**src/verilog/icache_geom_pkg.sv**
```systemverilog
`default_nettype none

package icache_geom_pkg;

    localparam int addr_w   = 32;
    localparam int tag_w    = 20;   // pa[31:12]
    localparam int index_w  = 6;    // va[11:6]
    localparam int bank_w   = 2;    // va[5:4]
    localparam int line_w   = 512;
    localparam int bundle_w = 128;
    localparam int slots    = 4;

    // one address word seen by fetch and by cache operations
    typedef union packed {
        struct packed {
            logic [tag_w-1:0]   tag;
            logic [index_w-1:0] index;
            logic [bank_w-1:0]  bank;
            logic [1:0]         word;
            logic [1:0]         byte_off;
        } fetch;
        struct packed {
            logic [tag_w-1:0]   tag;
            logic [index_w-1:0] index;
            logic [3:0]         rsvd;
            logic [1:0]         way;    // index invalidate target
        } cacop;
    } icache_addr_u;

endpackage

`default_nettype wire

```
**src/verilog/icache_fetch_pipe.sv**
```systemverilog
`timescale 1ns/1ps
`default_nettype none

module icache_fetch_pipe #(
    parameter int NUM_WAYS = 4
) (
    input  logic                                   clk,
    input  logic                                   rst_n,
    input  logic                                   fetch_adv,
    input  logic                                   fetch_vld,
    input  icache_geom_pkg::icache_addr_u          fetch_pc,
    input  logic [icache_geom_pkg::slots-1:0]      slot_vld,
    input  logic [icache_geom_pkg::tag_w-1:0]      ppn,
    input  logic [NUM_WAYS-1:0]                    s1_valid_ways,
    input  logic [NUM_WAYS-1:0][icache_geom_pkg::tag_w-1:0] s1_tags,
    input  logic [icache_geom_pkg::bundle_w-1:0]   rd_bank,
    input  logic                                   l2_ack,
    output logic                                   s1_vld,
    output icache_geom_pkg::icache_addr_u          s1_pc,
    output logic                                   hit,
    output logic [1:0]                             hit_way,
    output logic [icache_geom_pkg::slots-1:0]      inst_vld,
    output logic [icache_geom_pkg::bundle_w-1:0]   inst_bundle,
    output icache_geom_pkg::icache_addr_u          pc_out
);

    logic [icache_geom_pkg::slots-1:0] s1_slots;
    logic [NUM_WAYS-1:0]               way_hit;
    logic                              done;

    // stage 1 empties on completion unless fetch_adv reloads it
    always_ff @(posedge clk or negedge rst_n) begin
        if (!rst_n) begin
            s1_vld <= 1'b0;
        end else if (fetch_adv) begin
            s1_vld <= fetch_vld;
        end else if (l2_ack) begin
            s1_vld <= 1'b0;
        end
    end

    always_ff @(posedge clk) begin
        if (fetch_adv) begin
            s1_pc    <= fetch_pc;
            s1_slots <= slot_vld;
        end
    end

    always_comb begin
        hit_way = 2'd0;
        for (int w = NUM_WAYS - 1; w >= 0; w--) begin
            way_hit[w] = s1_valid_ways[w] && (s1_tags[w] == ppn);
            if (way_hit[w]) begin
                hit_way = 2'(w);
            end
        end
    end

    assign hit  = s1_vld && (|way_hit);
    assign done = hit || (s1_vld && l2_ack);   // hit now or refill landing

    always_ff @(posedge clk or negedge rst_n) begin
        if (!rst_n) begin
            inst_vld <= '0;
        end else if (done) begin
            inst_vld <= s1_slots;
        end else begin
            inst_vld <= '0;
        end
    end

    always_ff @(posedge clk) begin
        if (done) begin
            inst_bundle <= rd_bank;
            pc_out      <= s1_pc;
        end
    end

endmodule

`default_nettype wire

```
**config.mk**
```make
export PLATFORM = sky130hd
export DESIGN_NAME = icache_fetch_pipe
export DESIGN_NICKNAME = d
export VERILOG_FILES = /design/src/verilog/icache_geom_pkg.sv /design/src/verilog/icache_fetch_pipe.sv
export SDC_FILE = /design/constraint.sdc
export NUM_CORES = 1
export LEC_CHECK = 0
export ABC_AREA = 1
export BUFFER_PORTS_ARGS = -buffer_cell sky130_fd_sc_hd__buf_2
export CAP_MARGIN = 30
export CORE_AREA = 2 2 183 185
export DETAILED_ROUTE_END_ITERATION = 12
export DIE_AREA = 0 0 185 187
export PLACE_DENSITY = 0.57
export RECOVER_POWER = 25
export SYNTH_ARGS = -nofsm -noshare
export SYNTH_HDL_FRONTEND = slang
export SYNTH_SLANG_ARGS = --single-unit
```
**constraint.sdc**
```tcl
create_clock -name clk -period 7.2 [get_ports clk]
set_clock_uncertainty 0.2 [all_clocks]
set_input_delay 0.72 -clock clk [delete_from_list [all_inputs] [get_ports clk]]
set_output_delay 0.72 -clock clk [all_outputs]
set_load 0.01 [all_outputs]
```
==> results of run 1 <==
-- routing by layer --
layer | track usage | vias to the layer above | share of wire
li1 | - | 2894 | -
met1 | 0.154 | 2694 | 0.34
met2 | 0.303 | 276 | 0.55
met3 | 0.0467 | 46 | 0.088
met4 | 0.0400 | 2 | 0.024
met5 | 0 | - | 0.00064
-- Yosys cell counts (all sizes together), types with 5 or more instances --
library cell / instances / share of area
edfxtp: 196 / 0.78
inv: 80 / 0.040
xnor2: 7 / 0.0081
dfrtp: 5 / 0.017
o21ai: 15 / 0.0099
nand2: 194 / 0.098
nor2: 52 / 0.029
nand3: 11 / 0.0099
or2: 6 / 0.0050
-- power by group through the flow --
stage	combinational [uW]	clock [uW]	sequential [uW]
after floorplan	68.6	0	1420
after global placement	272	0	1390
after detailed placement	275	0	1390
after CTS	276	1130	1370
after global routing	298	1170	1370
final	269	1090	1370
-- through the flow --
stage | cell area (um^2) | instances | total power (uW)
detailed placement | 10500 | 1495 | 1670
CTS | 11200 | 1536 | 2780
global route | 11200 | 1536 | 2840
floorplan | 7560 | 572 | 1490
finish | 11200 | 1538 | 2730
global placement | 10500 | 1494 | 1660
-- worst max-delay path, stage by stage --
cell,delay (ns)
buf_2,0.12
inv_2,0.06
nand2_1,0.05
nand2_1,0.04
nor2_1,0.19
nand2_1,0.11
nor2_2,0.15
nand3_2,0.09
nand2_2,0.07
nor2_2,0.05
nand2_2,0.07
nand2_4,0.08
inv_6,0.50
buf_4,0.70
-- timing repair --
| item | 4_1_cts | 5_1_grt |
|---|---|---|
| resized for setup | 0 | 0 |
| hold endpoints to repair | 5 | 0 |
| hold buffers | 1 | 0 |
-- flip-flops by register name, indices dropped and copies added (netlist names) --
signal / flops
s1_slots: 4
inst_bundle: 128
s1_pc: 32
inst_vld: 4
s1_vld: 1
pc_out: 32
-- kinds of logic (layout without fill, tap and decap cells) --
family          count (synthesis)  after routing
simple gates                  264            264
flops                         201            201
buf+inv                        80            596
compound gates                 19             19
xor+xnor                        8              8
other cells                     0              2
-- worst min-delay path by stage --
stage | to | slack (ns) | cells after the start
2_1_floorplan | inst_vld[0] | 0.22 | 0
3_3_place_gp | pc_out[12] | 0.23 | 0
3_5_place_dp | pc_out[27] | 0.23 | 0
4_1_cts | inst_bundle[92] | 0.14 | 1
5_1_grt | inst_bundle[69] | 0.15 | 1
6_report | inst_bundle[34] | 0.17 | 1
-- cells in the final DEF (no fill, tap or decap), types with 2 or more instances in the layout --
| cell type | n |
|---|---|
| nor2_2 | 9 |
| nand3_1 | 7 |
| inv_2 | 17 |
| nand2_1 | 190 |
| o21ai_0 | 14 |
| clkbuf_16 | 22 |
| clkinv_1 | 4 |
| nand3_2 | 4 |
| edfxtp_1 | 196 |
| or2_1 | 3 |
| nand2_2 | 3 |
| clkbuf_1 | 9 |
| nor2_1 | 43 |
| bufinv_16 | 2 |
| xnor2_1 | 7 |
| or2_2 | 2 |
| buf_4 | 2 |
| inv_1 | 62 |
| dfrtp_1 | 5 |
| diode_2 | 2 |
| buf_2 | 470 |
-- layout make-up --
type | count | area share
Inverter | 80 | 0.0272
Clock buffer | 30 | 0.0517
Timing Repair Buffer | 476 | 0.214
Multi-Input combinational cell | 291 | 0.112
Sequential cell | 201 | 0.535
Antenna cell | 2 | 0.000446
Clock inverter | 10 | 0.0100
Tap cell | 448 | 0.0499
==> results_dict.tcl, run 1 <==
set metrics [dict create \
    outcome "finished, final reports clean" \
    startpoint "ppn[14]" \
    ys_async_sr_fraction 0.0249 \
    setup_tns_ns 0 \
    cp-start-kind "input port" \
    initial_core_util 0.230 \
    preCtsSetupSlack_ns 3.49 \
    grt_pass1_wl_um 38000 \
    p_seq_frac 0.502 \
    ant_nets 0 \
    p_int_uw 2100 \
    grt_usage 0.154 \
    r2r_slack_ns 4.83 \
    synthXorXnorAreaFrac 0.00926 \
    finalHoldViolCount 0 \
    synthMuxAreaShare 0 \
    clk-insertion-delay-late_ns 0.50 \
    wl_per_cell_um 18.2 \
    max_freq_ghz 0.322 \
    drt-total-wl_um 28000 \
    rows 67 \
    nNetsFinal 1345 \
    synth_edf_count 196 \
    ys_ff_latch 201 \
    yosysSeqAreaShare 0.795 \
    fin_ws_ns 4.09 \
    period_share 0.432 \
    maxSlewViolCount 0 \
    slew_headroom 0.531 \
    cp-endpoint "inst_bundle[49]" \
    end_kind "register" \
    place_congestion 0.876 \
    dieArea_um2 34600 \
    avgSynthCellArea_um2 13.2 \
    drc 0 \
    post-route-util 0.342 \
    cts_htree_levels 1 \
    pin_count 473 \
    coreArea_um2 32900 \
    layout-drive-gt1-share 0.494 \
    synthFlopType "edfxtp_1" \
    syn-num-nets 845 \
    r2r_start "s1_vld" \
    syn_area_um2 7560 \
    critPathMaxFanout 69 \
    area_growth_pct 48.5 \
    drt_pass1_iterations 4 \
    required_ns 7.14 \
    grt_antenna_before_repair 7 \
    cts_setup_buffers 0 \
    p_leak_uw 0.00522 \
    critical_path_class "input port to register" \
    cap_violations 0 \
    via_per_inst 3.84 \
    p_switching_uw 628 \
    num_vias 5912 \
    comb_power_share 0.099 \
    grt_overflow 0 \
    synth_top_family_by_area "simple AND/OR/NAND/NOR gates" \
    grt_max_degree 70 \
    die_y_um 187 \
    cts_tree "yes" \
    vdd_drop_max_mv 0.138 \
    rsz0062_at_grt "false" \
    setup-violations-final 0 \
    rr_endpoint "inst_bundle[49]" \
    power_density_nw_per_um2 243 \
    timing.hold.ws_ns 0.169 \
    final.fill_count 3389 \
    drt_iter0_markers 287 \
    postSynthCellCount 572 \
    worstHoldPathType "input port to register" \
    switching_share 0.230 \
    worstHoldStart "rd_bank[34]" \
    grt_pass1_vias 5921 \
    dp_hpwl_um 23400 \
    cts_buffers 22 \
    ff_latch_area_um2 6010 \
    die_x_um 185 \
    p_clk_frac 0.399 \
    multi_input_area_um2 1250 \
    worst_slew_pin_slew_ns 0.703 \
    yosys.area_share.simple 0.143 \
    yosysWarnings 0 \
    period_needed_ns 3.11 \
    r2r_cells 3 \
    cts_buffer_depth 3 \
    synth.distinct_cells 23 \
    synthAdderAreaFrac 0 \
    synth_compound_area_frac 0.0136 \
    clk_pin_slew_ns 0.06 \
    cts-root-buf "clkbuf_16" \
    clock_sinks 201 \
    port_buffers 472 \
    cp.arrival_ns 3.05 \
]
Power figures use the tool's default switching activity.
==> run 2, diff against run 1 <==
- clock period: 7.2 -> 3.2 ns (I/O delays scaled with it)
==> run 2 against run 1 <==
  * Sequential share of layout area decreased by 6.9 points
  * Clock power increased by 110%
  * Critical path depth decreased by 4
  * Combinational power increased to 2.9 times the previous value
  * Routed wire length increased by 9.4%
  * Setup slack got worse by 3.0 ns
  * Highest routed layer is now met4
==> results_dict.tcl, run 2 (synthesized netlist as in run 1, its figures left out) <==
set metrics [dict create \
    cp_cell_sequence "buf_2 -> inv_2 -> nand2_1 -> nand2_1 -> nor2_1 -> nand2_1 -> nor2_1 -> nand4_1 -> a21boi_0 -> buf_2" \
    cp-start-kind "input port" \
    dieArea_um2 34600 \
    crit_top_cell "nand2_1" \
    via_per_inst 3.97 \
    fin_ws_ns 1.07 \
    required_ns 2.68 \
    grt_overflow 0 \
    cts-resized-gates 0 \
    setup_tns_ns 0 \
    grt_antenna_before_repair 5 \
    grt_max_degree 49 \
    largest_register "inst_bundle" \
    clock_sinks 201 \
    cts_htree_levels 1 \
    cts_setup_buffers 0 \
    drc 0 \
    coreArea_um2 32900 \
    ant_nets 0 \
    cts-root-buf "clkbuf_16" \
    cap_violations 0 \
    initial_core_util 0.230 \
    met2_length_um 16500 \
    num_vias 6782 \
    die_x_um 185 \
    preCtsSetupSlack_ns 0.625 \
    dp_hpwl_um 23700 \
    critical_path_class "input port to primary output" \
    r2r_cells 3 \
    grt_usage 0.167 \
    final.fill_count 3241 \
    nNetsFinal 1514 \
    area_growth_pct 70.4 \
    period_share 0.667 \
    place_inst 1497 \
    final_cells 1710 \
    grt_pass1_wl_um 42400 \
    grt_pass1_vias 7008 \
    clk_pin_slew_ns 0.06 \
    rows 67 \
    setup-violations-final 0 \
    p_leak_uw 0.00588 \
    clk-insertion-delay-late_ns 0.51 \
    slew_headroom 0.586 \
    place_congestion 0.872 \
    wl_met3_um 2700 \
    cp.arrival_ns 1.61 \
    holdBufCountCts 168 \
    post-route-util 0.392 \
    maxSlewViolCount 0 \
    worst_slew_pin_slew_ns 0.621 \
    met1_length_um 10800 \
    placed_area_um2 10600 \
    stdcell_area_um2 12900 \
    die_y_um 187 \
    slowest_delay_ns 0.24 \
    mostFrequentLayoutCell "buf_2" \
    critPathMaxFanout 5 \
    biggestRegsByFlops "inst_bundle: 128 flops, pc_out: 32 flops, s1_pc: 32 flops" \
    period_needed_ns 2.13 \
    drt_iter0_markers 317 \
    drt_pass1_iterations 5 \
    power_density_nw_per_um2 478 \
    cts_buffers 22 \
    outcome "finished, final reports clean" \
    max_freq_ghz 0.468 \
    pin_count 473 \
    finalHoldViolCount 0 \
    hold_path_depth 0 \
    vdd_drop_max_mv 0.319 \
    final_cell_mix "460 x buf_2, 196 x edfxtp_1, 190 x nand2_1" \
    largest_register_ffs 128 \
    worstHoldPathType "register to register" \
    wl_per_cell_um 17.9 \
    end_kind "primary output" \
    rsz0062_at_grt "false" \
    drt-total-wl_um 30700 \
    layout-drive-gt1-share 0.422 \
    top_layer "met4" \
    cts_tree "yes" \
    cp_slowest_cell "a21boi_0" \
    port_buffers 472 \
    cts_buffer_depth 3 \
]
[run 2: cell types whose count changed in the layout (fill, tap and decap cells not counted)]
cell,change
dlygate4sd3_1,+167
buf_2,-10
clkbuf_1,+9
diode_2,+3
buf_12,+2
bufinv_16,-2
clkinvlp_4,+2
clkinv_1,+1
clkinv_2,+1
clkinv_4,-1
[run 2: power breakdown]
| part | switching [uW] | internal [uW] | total [uW] |
|---|---|---|---|
| combinational | 404 | 388 | 792 |
| sequential | 48.6 | 3040 | 3090 |
| clock | 1010 | 1270 | 2290 |
| total | 1470 | 4700 | 6160 |
[run 2: final timing paths]
| path | slack [ns] | from | to |
|---|---|---|---|
| max | 1.07 | ppn[6] | hit_way[0] |
| min | 0.25 | s1_pc[14] | pc_out[14] |
| max reg2reg | 1.57 | s1_vld | inst_bundle[99] |
| min reg2reg | 0.25 | s1_pc[14] | pc_out[14] |
| max in group asynchronous | 2.09 | rst_n | inst_vld[2] |
| min in group asynchronous | 0.53 | rst_n | inst_vld[1] |
[run 2: routing by layer]
metal,up-vias,GRT usage
li1,3235,-
met1,3180,0.171
met2,321,0.325
met3,46,0.0489
met4,0,0.0452
met5,-,0
[run 2: critical path, delay by kind of cell]
kind	cells	cell delay, ns
compound gates	1	0.24
buf+inv	3	0.39
simple gates	6	0.66
[run 2: per-stage QoR]
stage / power [uW] / hold WS (ns)
after floorplan: 3340 / -0.176
after global placement: 3760 / -0.0669
after detailed placement: 3770 / -0.0652
after CTS: 6240 / 0.248
after global routing: 6410 / 0.255
final: 6160 / 0.245
[run 2: final cells by class]
type                    instances  area (um^2)  area share
inverters                      80          305      0.0237
diodes                          5         12.5    0.000971
multi-input cells             291         1250      0.0972
repair buffers                645         4100       0.318
well taps                     448          561      0.0435
clock buffers                  29          577      0.0447
clock inverters                11         67.6     0.00524
flip-flops and latches        201         6010       0.466
