File: src/verilog/icache_op_pkg.sv
`default_nettype none

package icache_op_pkg;

    // codes 0 and 3 are ignored
    typedef enum logic [1:0] {
        cacop_idx_inv = 2'd1,   // clear way picked by va[1:0]
        cacop_hit_inv = 2'd2    // lookup, clear matching way
    } cacop_e;

    typedef enum logic [1:0] {
        st_run    = 2'd0,
        st_refill = 2'd1,   // waiting for l2_ack
        st_lookup = 2'd2    // hit invalidate compare cycle
    } ctrl_state_e;

endpackage

`default_nettype wire

File: src/verilog/icache_refill_ctrl.sv
`timescale 1ns/1ps
`default_nettype none

module icache_refill_ctrl #(
    parameter int NUM_WAYS = 4
) (
    input  logic                clk,
    input  logic                rst_n,
    input  logic                s1_vld,
    input  logic                hit,
    input  logic [NUM_WAYS-1:0] s1_valid_ways,
    input  logic                cacop_vld,
    input  logic [1:0]          cacop_op,
    input  logic                l2_ack,
    input  logic                lookup_hit,
    output logic                fetch_adv,
    output logic                stage1_pause,
    output logic                l2_req,
    output logic                fill_en,
    output logic [1:0]          fill_way,
    output logic                idx_inv_en,
    output logic                hit_inv_en
);

    icache_op_pkg::ctrl_state_e state_q;
    icache_op_pkg::ctrl_state_e state_d;
    logic                       miss;
    logic                       run;
    logic [1:0]                 rr_q;

    assign miss = s1_vld && !hit;
    assign run  = (state_q == icache_op_pkg::st_run);

    always_comb begin
        state_d = state_q;
        case (state_q)
            icache_op_pkg::st_run: begin
                if (miss) begin
                    state_d = icache_op_pkg::st_refill;
                end else if (cacop_vld && (cacop_op == icache_op_pkg::cacop_hit_inv)) begin
                    state_d = icache_op_pkg::st_lookup;
                end
            end
            icache_op_pkg::st_refill: begin
                if (l2_ack) begin
                    state_d = icache_op_pkg::st_run;
                end
            end
            default: state_d = icache_op_pkg::st_run;   // lookup is one cycle
        endcase
    end

    always_ff @(posedge clk or negedge rst_n) begin
        if (!rst_n) begin
            state_q <= icache_op_pkg::st_run;
        end else begin
            state_q <= state_d;
        end
    end

    assign stage1_pause = miss || !run || cacop_vld;
    assign fetch_adv    = !stage1_pause;
    assign l2_req       = (state_q == icache_op_pkg::st_refill);
    assign fill_en      = l2_req && l2_ack;
    assign idx_inv_en   = run && cacop_vld && (cacop_op == icache_op_pkg::cacop_idx_inv);
    assign hit_inv_en   = (state_q == icache_op_pkg::st_lookup) && lookup_hit;

    // lowest invalid way, else round robin
    always_comb begin
        fill_way = rr_q;
        for (int w = NUM_WAYS - 1; w >= 0; w--) begin
            if (!s1_valid_ways[w]) begin
                fill_way = 2'(w);
            end
        end
    end

    always_ff @(posedge clk or negedge rst_n) begin
        if (!rst_n) begin
            rr_q <= 2'd0;
        end else if (fill_en && (&s1_valid_ways)) begin
            rr_q <= (rr_q == 2'(NUM_WAYS - 1)) ? 2'd0 : rr_q + 2'd1;
        end
    end

endmodule

`default_nettype wire

File: config.mk
export PLATFORM = sky130hd
export DESIGN_NAME = icache_refill_ctrl
export DESIGN_NICKNAME = d
export VERILOG_FILES = /design/src/verilog/icache_op_pkg.sv /design/src/verilog/icache_refill_ctrl.sv
export SDC_FILE = /design/constraint.sdc
export NUM_CORES = 1
export LEC_CHECK = 0
export BUFFER_PORTS_ARGS = -buffer_cell sky130_fd_sc_hd__buf_2
export CORE_AREA = 2 2 39 41
export CTS_BUF_LIST = sky130_fd_sc_hd__clkbuf_8 sky130_fd_sc_hd__clkbuf_16
export CTS_CLUSTER_DIAMETER = 80
export DETAILED_ROUTE_END_ITERATION = 7
export DIE_AREA = 0 0 41 43
export GPL_ROUTABILITY_DRIVEN = 0
export MAX_ROUTING_LAYER = met4
export PLACE_DENSITY = 0.55
export SLEW_MARGIN = 20
export SYNTH_ARGS = -nofsm -noshare
export SYNTH_HDL_FRONTEND = slang
export SYNTH_SLANG_ARGS = --single-unit
export TNS_END_PERCENT = 5
File: constraint.sdc
create_clock -name clk -period 1.2 [get_ports clk]
set_clock_uncertainty 0.05 [all_clocks]
set_input_delay 0.12 -clock clk [delete_from_list [all_inputs] [get_ports clk]]
set_output_delay 0.12 -clock clk [all_outputs]
set_load 0.005 [all_outputs]
==> results of run 1 <==
==> flip-flops by register name (all words and copies together) (netlist names) <==
name,count
state_q,2
rr_q,2
==> cells by family (layout without fill, tap and decap cells) <==
group,count (synthesis),count (layout),synth area share
mux,3,3,0.1184
simple gates,18,18,0.4167
buf+inv,2,33,0.02633
compound gates,2,2,0.04385
fa+ha+maj,1,1,0.04385
flops,4,4,0.3509
==> worst min path at each step <==
stage | from | to | slack, ns | cells past startpoint
after CTS | cacop_op[0] | state_q[1] | 0.03 | 2
after global placement | rst_n | state_q[1] | -0.12 | 1
after global routing | cacop_op[0] | state_q[1] | 0.04 | 2
after floorplan | rst_n | rr_q[0] | -0.23 | 0
after detailed placement | rst_n | state_q[0] | -0.12 | 1
final | cacop_op[0] | state_q[1] | 0.03 | 2
==> placed cells by master (no fill, tap or decap) <==
master and instances:
and3b_1 1, ha_1 1, nand3b_4 1, nor2_1 5, nor2b_1 1, or2_1 1
inv_1 2, nor3_4 1, mux2_4 2, nand2_1 2, dfrtp_1 4, nand2_2 2
buf_2 20, mux2_2 1, nor3_2 1, dlygate4sd3_1 1, and4b_1 1, clkbuf_8 3
o21ai_2 1, a21boi_1 1, nor2_2 1, buf_4 7, nand2b_1 1
==> routing by layer <==
metal | vias to the layer above | routed length [um] | share of wire | GRT usage
met2 | 10 | 397 | 0.56 | 0.1406
met1 | 145 | 265 | 0.37 | 0.1071
met5 | - | 0 | 0 | -
met3 | 0 | 49 | 0.069 | 0.04712
met4 | 0 | 0 | 0 | 0.06000
li1 | 167 | - | - | -
==> layout make-up <==
cell class              instances  area [um2]  share of cell area
multi-input cells              24       198.9              0.3750
repair buffers                 28       162.7              0.3066
flip-flops and latches          4       100.1              0.1887
clock buffers                   3       41.29             0.07783
well taps                      16       20.02             0.03774
inverters                       2       7.507             0.01415
==> worst max-delay path, cell delays in order (launching register included) <==
cell and delay, ns:
dfrtp_1 0.39, nor2_2 0.15, nand2_2 0.06, or2_1 0.20, buf_2 0.12
==> through the flow <==
stage | setup WS, ns | power, W | setup TNS, ns | utilization | hold WS [ns]
after CTS | -0.1237 | 0.0006513 | -0.4840 | 0.3834 | 0.02863
after floorplan | -0.03434 | 0.0002372 | -0.06868 | - | -0.2256
after global placement | -0.03319 | 0.0003175 | -0.06361 | 0.3146 | -0.1198
final | -0.1125 | 0.0006450 | -0.4434 | 0.3834 | 0.02864
after detailed placement | -0.05435 | 0.0003203 | -0.1045 | 0.3146 | -0.1201
after global routing | -0.1807 | 0.0006838 | -0.9243 | 0.3834 | 0.04376
==> where the power goes <==
group / total, W / switching [W] / internal (W)
Combinational: 0.000193 / 0.0000760 / 0.000117
Clock: 0.000283 / 0.0000691 / 0.000214
Sequential: 0.000169 / 0.0000137 / 0.000156
==> repair_timing <==
action	CTS	global route
gates resized for setup	6	0
endpoints found under the setup margin	7	8
setup buffers	3	0
pin swaps	3	1
hold buffers	1	0
endpoints found under the hold margin	4	0
==> flow_summary_export.csv, run 1 <==
group,metric,value,unit
outcome,violations,"negative setup slack",
routing,num_vias,322,
clock_tree,cts_tree,"yes",
routing,ant_nets,0,
clock_tree,cts_buffers,3,
setup_path,reg2reg_to,"rr_q[0]",
outcome,status,"complete, but fails checks",
yosys,synth_cells,30,
yosys,synth.distinct_cells,18,
place,place_area,435.4,um2
power_and_ir_drop,ir_worst_vdd,0.0004541,V
yosys,synth_ff_type,"dfrtp_1",
yosys,avgSynthCellArea,9.509,um2
routing,drt_iter0_drc,1,
timing,timing.final.crit_share,1.094,
timing,worst_slack,-0.1125,ns
yosys,synth_seq_cells,4,
clock_tree,clk_pin_slew,0.03,ns
global_routing,grt_pass1_vias,286,
clock_tree,cts-root-buf,"clkbuf_8",
setup_path,crit_required,1.03,ns
routing,routed_wl,712,um
yosys,async_flop_share,1.000,
yosys,ys_seq_area_frac,0.3509,
clock_tree,htree_levels,1,
yosys,yosysTopAreaCellShare,0.3509,
finish,n_antenna_cell,0,
setup_path,crit_fanout,3,
setup_path,crit_start,"state_q[1]",
setup_path,r2r_start,"state_q[0]",
yosys,synth_edf_count,0,
finish,drive_gt1_frac,0.6557,
finish,n_fill_cell,143,
timing,hold_viol,0,
clock_tree,insertion_delay,0.22,ns
floorplan,die_w,41,um
routing,drt-wirelength-per-cell,9.247,um
yosys,synthTopCellsByCount,"6 x nor2_1, 4 x dfrtp_1, 3 x nand2_1",
global_routing,grt_pass1_wl,1097,um
setup_path,crit_arrival,1.14,ns
setup_path,worstRegToRegCells,4,
yosys,synth.area.top_cells,"dfrtp_1 35%, mux2_1 7.9%, nor2_1 7.9%",
setup_path,cp-start-kind,"flop",
clock_tree,clock_path_buffers,2,
timing,setup_viol,6,
finish,final_cell_area,530.5,um2
finish,instances_no_fill,77,
timing,worst_pin_slew,0.1900,ns
place,portBuffers,20,
flow_run,drv_cap,0,
global_routing,grt_overflow,0,
power_and_ir_drop,p_leak,0.3158,nW
timing,fin_crit,1.312,ns
global_routing,grt_use_total,0.09907,
place,dp_cells,70,
routing,via_per_inst,4.182,
floorplan,die_area,1763,um2
timing,fmax,761.9,MHz
floorplan,die_h,43,um
setup_path,critical_path_class,"flop to primary output",
timing,slew_headroom,0.8729,
place,dp_hpwl,525.9,um
power_and_ir_drop,p_per_area,1216,nW/um2
yosys,synth_top_cell_by_area,"dfrtp_1",
yosys,synth_nets,44,
routing,route.detailed.drc,0,
routing,first_pass_iters,2,
floorplan,ios,21,
floorplan,initial_core_util,0.2061,
setup_path,endpoint,"stage1_pause",
setup_path,r2r_slack,-0.08,ns
floorplan,core-area,1384,um2
timing,finalMaxSlewViolations,0,
setup_path,cp-end-kind,"primary output",
yosys,synth.most_common_cell,"nor2_1",
yosys,ys_warn_count,0,
floorplan,num_rows,14,
finish,nets,77,
global_routing,grt_antenna_before_repair,0,
global_routing,grt_max_degree,5,
yosys,netlist_area,285.3,um2
finish,area_growth,85.96,%
min_path,hold_path_class,"primary input to flop",
clock_tree,cts.sinks,4,
timing,rsz0062_at_grt,"true",
(Power assumes the default switching activity.)
==> inputs of run 2 (changes only) <==
--- a/config.mk
+++ b/config.mk
@@ -14,6 +14,7 @@
 export GPL_ROUTABILITY_DRIVEN = 0
 export MAX_ROUTING_LAYER = met4
 export PLACE_DENSITY = 0.55
+export SETUP_SLACK_MARGIN = 0.15
 export SLEW_MARGIN = 20
 export SYNTH_ARGS = -nofsm -noshare
 export SYNTH_HDL_FRONTEND = slang
==> run 2 against run 1 <==
Effect of this change: the run still ends with negative setup slack left; register-to-register slack barely moved; clock power barely moved; combinational power rose by 4%; cell count did not move; hold slack improved by 0.0075 ns; via count fell by 0.93%; global-route usage rose by 0.31 points; highest routed layer unchanged; sequential share of layout area fell by 0.13 points; die area did not move; power rose by 1.0%; core utilization rose by 0.27 points; critical path depth did not move.
==> flow_summary_export.csv, run 2 (same netlist as run 1, synthesis figures left out) <==
group,metric,value,unit
outcome,status,"complete, but fails checks",
outcome,violations,"negative setup slack",
setup_path,reg2reg_to,"rr_q[0]",
min_path,hp-start,"cacop_op[0]",
finish,reg_top3,"rr_q (2), state_q (2)",
setup_path,r2r_slack,-0.08,ns
timing,rsz0062_at_grt,"true",
setup_path,path_cells,"nor2_2 > nand2_2 > or2_1 > buf_2",
finish,area_growth,87.28,%
setup_path,r2r_start,"state_q[0]",
place,portBuffers,20,
global_routing,grt_max_degree,5,
setup_path,cp-start-kind,"flop",
global_routing,grt_pass1_wl,1138,um
routing,num_vias,319,
setup_path,path_delay_family,"simple AND/OR/NAND/NOR gates",
routing,first_pass_iters,1,
finish,final_cell_area,534.3,um2
setup_path,critical_path_class,"flop to primary output",
finish,nets,77,
timing,finalMaxSlewViolations,0,
floorplan,die_area,1763,um2
floorplan,die_w,41,um
global_routing,met2_usage,0.1500,
floorplan,num_rows,14,
finish,n_antenna_cell,0,
clock_tree,insertion_delay,0.22,ns
clock_tree,clk_pin_slew,0.03,ns
global_routing,grt_use_total,0.1022,
global_routing,use_met1,0.1071,
routing,drt-wirelength-per-cell,9.571,um
global_routing,grt_overflow,0,
power_and_ir_drop,p_seq_frac,0.263,
timing,fin_crit,1.310,ns
setup_path,cp_slowest_stage_delay,0.39,ns
min_path,hold_path_class,"primary input to flop",
clock_tree,htree_levels,1,
setup_path,crit_slowest_cell,"dfrtp_1",
min_path,hold_end,"state_q[1]",
power_and_ir_drop,p_total,0.0006514,W
setup_path,crit_fanout,3,
timing,worst_pin_slew,0.1901,ns
routing,ant_nets,0,
clock_tree,clock_path_buffers,2,
timing,setup_viol,6,
setup_path,crit_arrival,1.14,ns
timing,fmax,763.6,MHz
setup_path,cp_num_buf_inv,1,
setup_path,cp-end-kind,"primary output",
power_and_ir_drop,p_switching,0.0001590,W
global_routing,grt_antenna_before_repair,0,
floorplan,initial_core_util,0.2061,
routing,drt_iter0_drc,0,
flow_run,drv_cap,0,
min_path,hold_depth,2,
power_and_ir_drop,p_per_area,1219,nW/um2
finish,layout_commonest_cell,"buf_2",
clock_tree,cts_tree,"yes",
finish,utilization,0.3861,
place,place_area,435.4,um2
setup_path,crit_required,1.03,ns
place,dp_hpwl,525.9,um
clock_tree,cts-root-buf,"clkbuf_8",
power_and_ir_drop,swShare,0.2441,
routing,via_per_inst,4.143,
clock_tree,cts_buffers,3,
floorplan,core-area,1384,um2
global_routing,grtUsageMet3,0.04712,
finish,n_fill_cell,145,
routing,route.detailed.drc,0,
power_and_ir_drop,ir_worst_vdd,0.0004506,V
timing,worst_slack,-0.1095,ns
timing,slew_headroom,0.8729,
global_routing,grt_pass1_vias,300,
power_and_ir_drop,p_int,0.0004923,W
finish,drive_gt1_frac,0.6557,
power_and_ir_drop,comb_power_share,0.307,
routing,routed_wl,737,um
power_and_ir_drop,p_clk_frac,0.431,
timing,timing.final.crit_share,1.091,
floorplan,die_h,43,um
timing,hold_viol,0,
global_routing,busiest_layer,"met2",
finish,most-common-layout-cells,"20 x buf_2, 6 x buf_4, 5 x nor2_1",
power_and_ir_drop,p_leak,0.3165,nW
floorplan,ios,21,
setup_path,worstRegToRegCells,4,
clock_tree,cts.sinks,4,
## run 2: layout make-up
type,count,area [um2],share of cell area
clock buffer,3,41.29,0.07728
multi-input combinational,24,198.9,0.3724
inverter,2,7.507,0.01405
sequential,4,100.1,0.1874
tap,16,20.02,0.03747
timing repair buffer,28,166.4,0.3115
## run 2: power by group through the flow
stage | logic [W] | clock network, W | registers [W]
floorplan | 0.0000636 | 0 | 0.000174
global placement | 0.000147 | 0 | 0.000170
detailed placement | 0.000149 | 0 | 0.000171
CTS | 0.000201 | 0.000287 | 0.000171
global route | 0.000226 | 0.000293 | 0.000174
finish | 0.000200 | 0.000280 | 0.000171
## run 2: metrics by stage
stage	setup slack [ns]	setup TNS, ns	hold WS, ns	cells
CTS	-0.1237	-0.4840	0.02863	77
global placement	-0.03319	-0.06361	-0.1198	70
global route	-0.1807	-0.9313	0.04376	77
detailed placement	-0.05435	-0.1045	-0.1201	70
floorplan	-0.03434	-0.06868	-0.2256	30
finish	-0.1095	-0.4307	0.03609	77
## run 2: routing by layer
| metal | up-vias | part of all wire |
|---|---|---|
| met5 | - | 0 |
| met4 | 0 | 0 |
| met3 | 0 | 0.057 |
| met2 | 8 | 0.57 |
| met1 | 146 | 0.37 |
| li1 | 165 | - |
## run 2: worst max-delay path by stage
stage / start / to / slack (ns) / depth (start not counted)
after floorplan: state_q[1] / rr_q[0] / -0.03 / 3
after global placement: state_q[1] / rr_q[1] / -0.03 / 3
after detailed placement: state_q[1] / rr_q[1] / -0.05 / 3
after CTS: state_q[0] / stage1_pause / -0.12 / 4
after global routing: state_q[1] / stage1_pause / -0.18 / 4
final: state_q[1] / stage1_pause / -0.11 / 4
## run 2: timing repair
action	4_1_cts	5_1_grt
resized for setup	7	0
setup endpoints to repair	11	12
buffers inserted	3	0
pin swaps	5	3
hold endpoints to repair	4	0
hold buffers	1	0
## run 2: worst reg2reg max path, cell delays in order (launching register included)
cell	delay, ns
dfrtp_1	0.37
buf_4	0.13
nand3b_4	0.08
nor3_4	0.21
mux2_4	0.32
==> inputs of run 3 (changes only) <==
--- a/config.mk
+++ b/config.mk
@@ -8,12 +8,11 @@
 export BUFFER_PORTS_ARGS = -buffer_cell sky130_fd_sc_hd__buf_2
 export CORE_AREA = 2 2 39 41
 export CTS_BUF_LIST = sky130_fd_sc_hd__clkbuf_8 sky130_fd_sc_hd__clkbuf_16
-export CTS_CLUSTER_DIAMETER = 80
 export DETAILED_ROUTE_END_ITERATION = 7
 export DIE_AREA = 0 0 41 43
 export GPL_ROUTABILITY_DRIVEN = 0
 export MAX_ROUTING_LAYER = met4
-export PLACE_DENSITY = 0.55
+export PLACE_DENSITY = 0.46
 export SETUP_SLACK_MARGIN = 0.15
 export SLEW_MARGIN = 20
 export SYNTH_ARGS = -nofsm -noshare
==> run 3 against run 2 <==
Effect of this change: the run still ends with negative setup slack left; design area shrank 2.1%; first-iteration DRC count increased by 1; sequential share of layout area up 0.40 points; global-route usage is 0.53 points higher; maximum frequency up 0.36%; register-to-register slack is essentially flat.
==> flow_summary_export.csv, run 3 (same netlist as run 1, synthesis figures left out) <==
group,metric,value,unit
setup_path,path_delay_family,"simple AND/OR/NAND/NOR gates",
power_and_ir_drop,p_clk_frac,0.438,
clock_tree,insertion_delay,0.21,ns
clock_tree,clock_path_buffers,2,
clock_tree,htree_levels,1,
finish,most-common-layout-cells,"20 x buf_2, 5 x nor2_1, 4 x buf_4, 4 x dfrtp_1, 3 x clkbuf_8",
routing,drt_iter0_drc,1,
place,dp_slack,-0.05657,ns
finish,final_cell_area,523.0,um2
floorplan,die_w,41,um
finish,utilization,0.3779,
place,dp_hpwl,582,um
power_and_ir_drop,p_leak,0.3117,nW
global_routing,grt_overflow,0,
floorplan,initial_core_util,0.2061,
place,dp_cells,70,
finish,n_fill_cell,141,
power_and_ir_drop,comb_power_share,0.288,
power_and_ir_drop,p_per_area,1201,nW/um2
floorplan,ios,21,
timing,timing.final.crit_share,1.087,
outcome,violations,"negative setup slack",
global_routing,grt_pass1_wl,1166,um
flow_run,drv_cap,0,
clock_tree,cts_buffers,3,
global_routing,grt_use_total,0.1074,
routing,ant_nets,0,
setup_path,crit_arrival,1.13,ns
place,portBuffers,20,
power_and_ir_drop,p_int,0.0004779,W
global_routing,grt_antenna_before_repair,0,
setup_path,cp_slowest_stage_delay,0.39,ns
finish,reg_top3,"rr_q (2), state_q (2)",
power_and_ir_drop,ir_worst_vdd,0.0004185,V
global_routing,grt_max_degree,5,
finish,regArea,100.1,um2
setup_path,crit_fanout,3,
finish,n_antenna_cell,0,
floorplan,num_rows,14,
clock_tree,cts.sinks,4,
global_routing,grt_pass1_vias,334,
routing,num_vias,332,
timing,worst_slack,-0.1048,ns
floorplan,die_h,43,um
setup_path,crit_slowest_cell,"dfrtp_1",
timing,slew_headroom,0.8934,
timing,worst_pin_slew,0.1594,ns
min_path,hold_path_class,"primary input to flop",
timing,setup_viol,5,
finish,layout_commonest_cell,"buf_2",
finish,multi_input_area,191.4,um2
routing,first_pass_iters,2,
finish,nets,76,
timing,finalMaxSlewViolations,0,
timing,hold_viol,0,
timing,fmax,766.4,MHz
setup_path,crit_required,1.03,ns
outcome,status,"complete, but fails checks",
setup_path,critical_path_class,"flop to primary output",
clock_tree,cts-root-buf,"clkbuf_8",
power_and_ir_drop,p_total,0.0006283,W
finish,area_growth,83.33,%
routing,drt-wirelength-per-cell,9.132,um
timing,rsz0062_at_grt,"true",
power_and_ir_drop,swShare,0.2394,
setup_path,path_cells,"nor2_2 > nand2_2 > or2_1 > buf_2",
clock_tree,clk_pin_slew,0.03,ns
power_and_ir_drop,p_seq_frac,0.273,
finish,drive_gt1_frac,0.6167,
routing,via_per_inst,4.368,
setup_path,cp-end-kind,"primary output",
floorplan,die_area,1763,um2
timing,fin_crit,1.305,ns
place,place_area,435.4,um2
clock_tree,cts_tree,"yes",
finish,instances_no_fill,76,
setup_path,cp-start-kind,"flop",
routing,route.detailed.drc,0,
routing,routed_wl,694,um
setup_path,cp_num_buf_inv,1,
floorplan,core-area,1384,um2
power_and_ir_drop,p_switching,0.0001504,W
run 3: cell count changes in the layout (fill, tap and decap cells not counted), sizes merged:
cell  previous run  this run
buf             27        26
run 3: power groups by stage:
stage | Combinational [W] | Clock (W) | Sequential [W]
3_3_place_gp | 0.000152 | 0 | 0.000171
2_1_floorplan | 0.0000636 | 0 | 0.000174
6_report | 0.000181 | 0.000275 | 0.000172
3_5_place_dp | 0.000148 | 0 | 0.000173
4_1_cts | 0.000183 | 0.000284 | 0.000172
5_1_grt | 0.000204 | 0.000301 | 0.000175
run 3: path summary, 6_finish.rpt:
check | start | endpoint | slack, ns | depth (start not counted)
worst max register to register | state_q[0] | rr_q[1] | -0.08 | 4
worst max-delay path | state_q[1] | stage1_pause | -0.10 | 4
worst min register to register | rr_q[1] | rr_q[1] | 0.48 | 1
max in group asynchronous | rst_n | rr_q[0] | 0.78 | 2
worst min-delay path | cacop_op[0] | state_q[1] | 0.02 | 2
min in group asynchronous | rst_n | state_q[1] | 0.20 | 2
run 3: through the flow:
stage               TNS [ns]  hold WS, ns
detailed placement   -0.1113      -0.1180
finish               -0.2925      0.02253
CTS                  -0.3672      0.02086
global route         -0.6565      0.02631
floorplan           -0.06868      -0.2256
global placement    -0.06500      -0.1169
run 3: routing by layer:
metal | part of all wire | vias to the layer above | GRT usage
met5 | 0 | - | -
met4 | 0.0072 | 0 | 0.08000
met3 | 0.13 | 2 | 0.06283
met2 | 0.50 | 21 | 0.1719
met1 | 0.36 | 145 | 0.08143
li1 | - | 164 | -
run 3: cell type report:
cell class / instances / share of cell area
multi-input cells: 24 / 0.3660
repair buffers: 27 / 0.3110
flip-flops and latches: 4 / 0.1914
clock buffers: 3 / 0.07895
well taps: 16 / 0.03828
inverters: 2 / 0.01435
run 3: repair_timing:
item,in CTS,in global routing
hold buffers,1,0
endpoints found under the setup margin,12,11
pin swaps,4,4
setup buffers,2,0
gates resized for setup,4,2
hold endpoints to repair,4,0
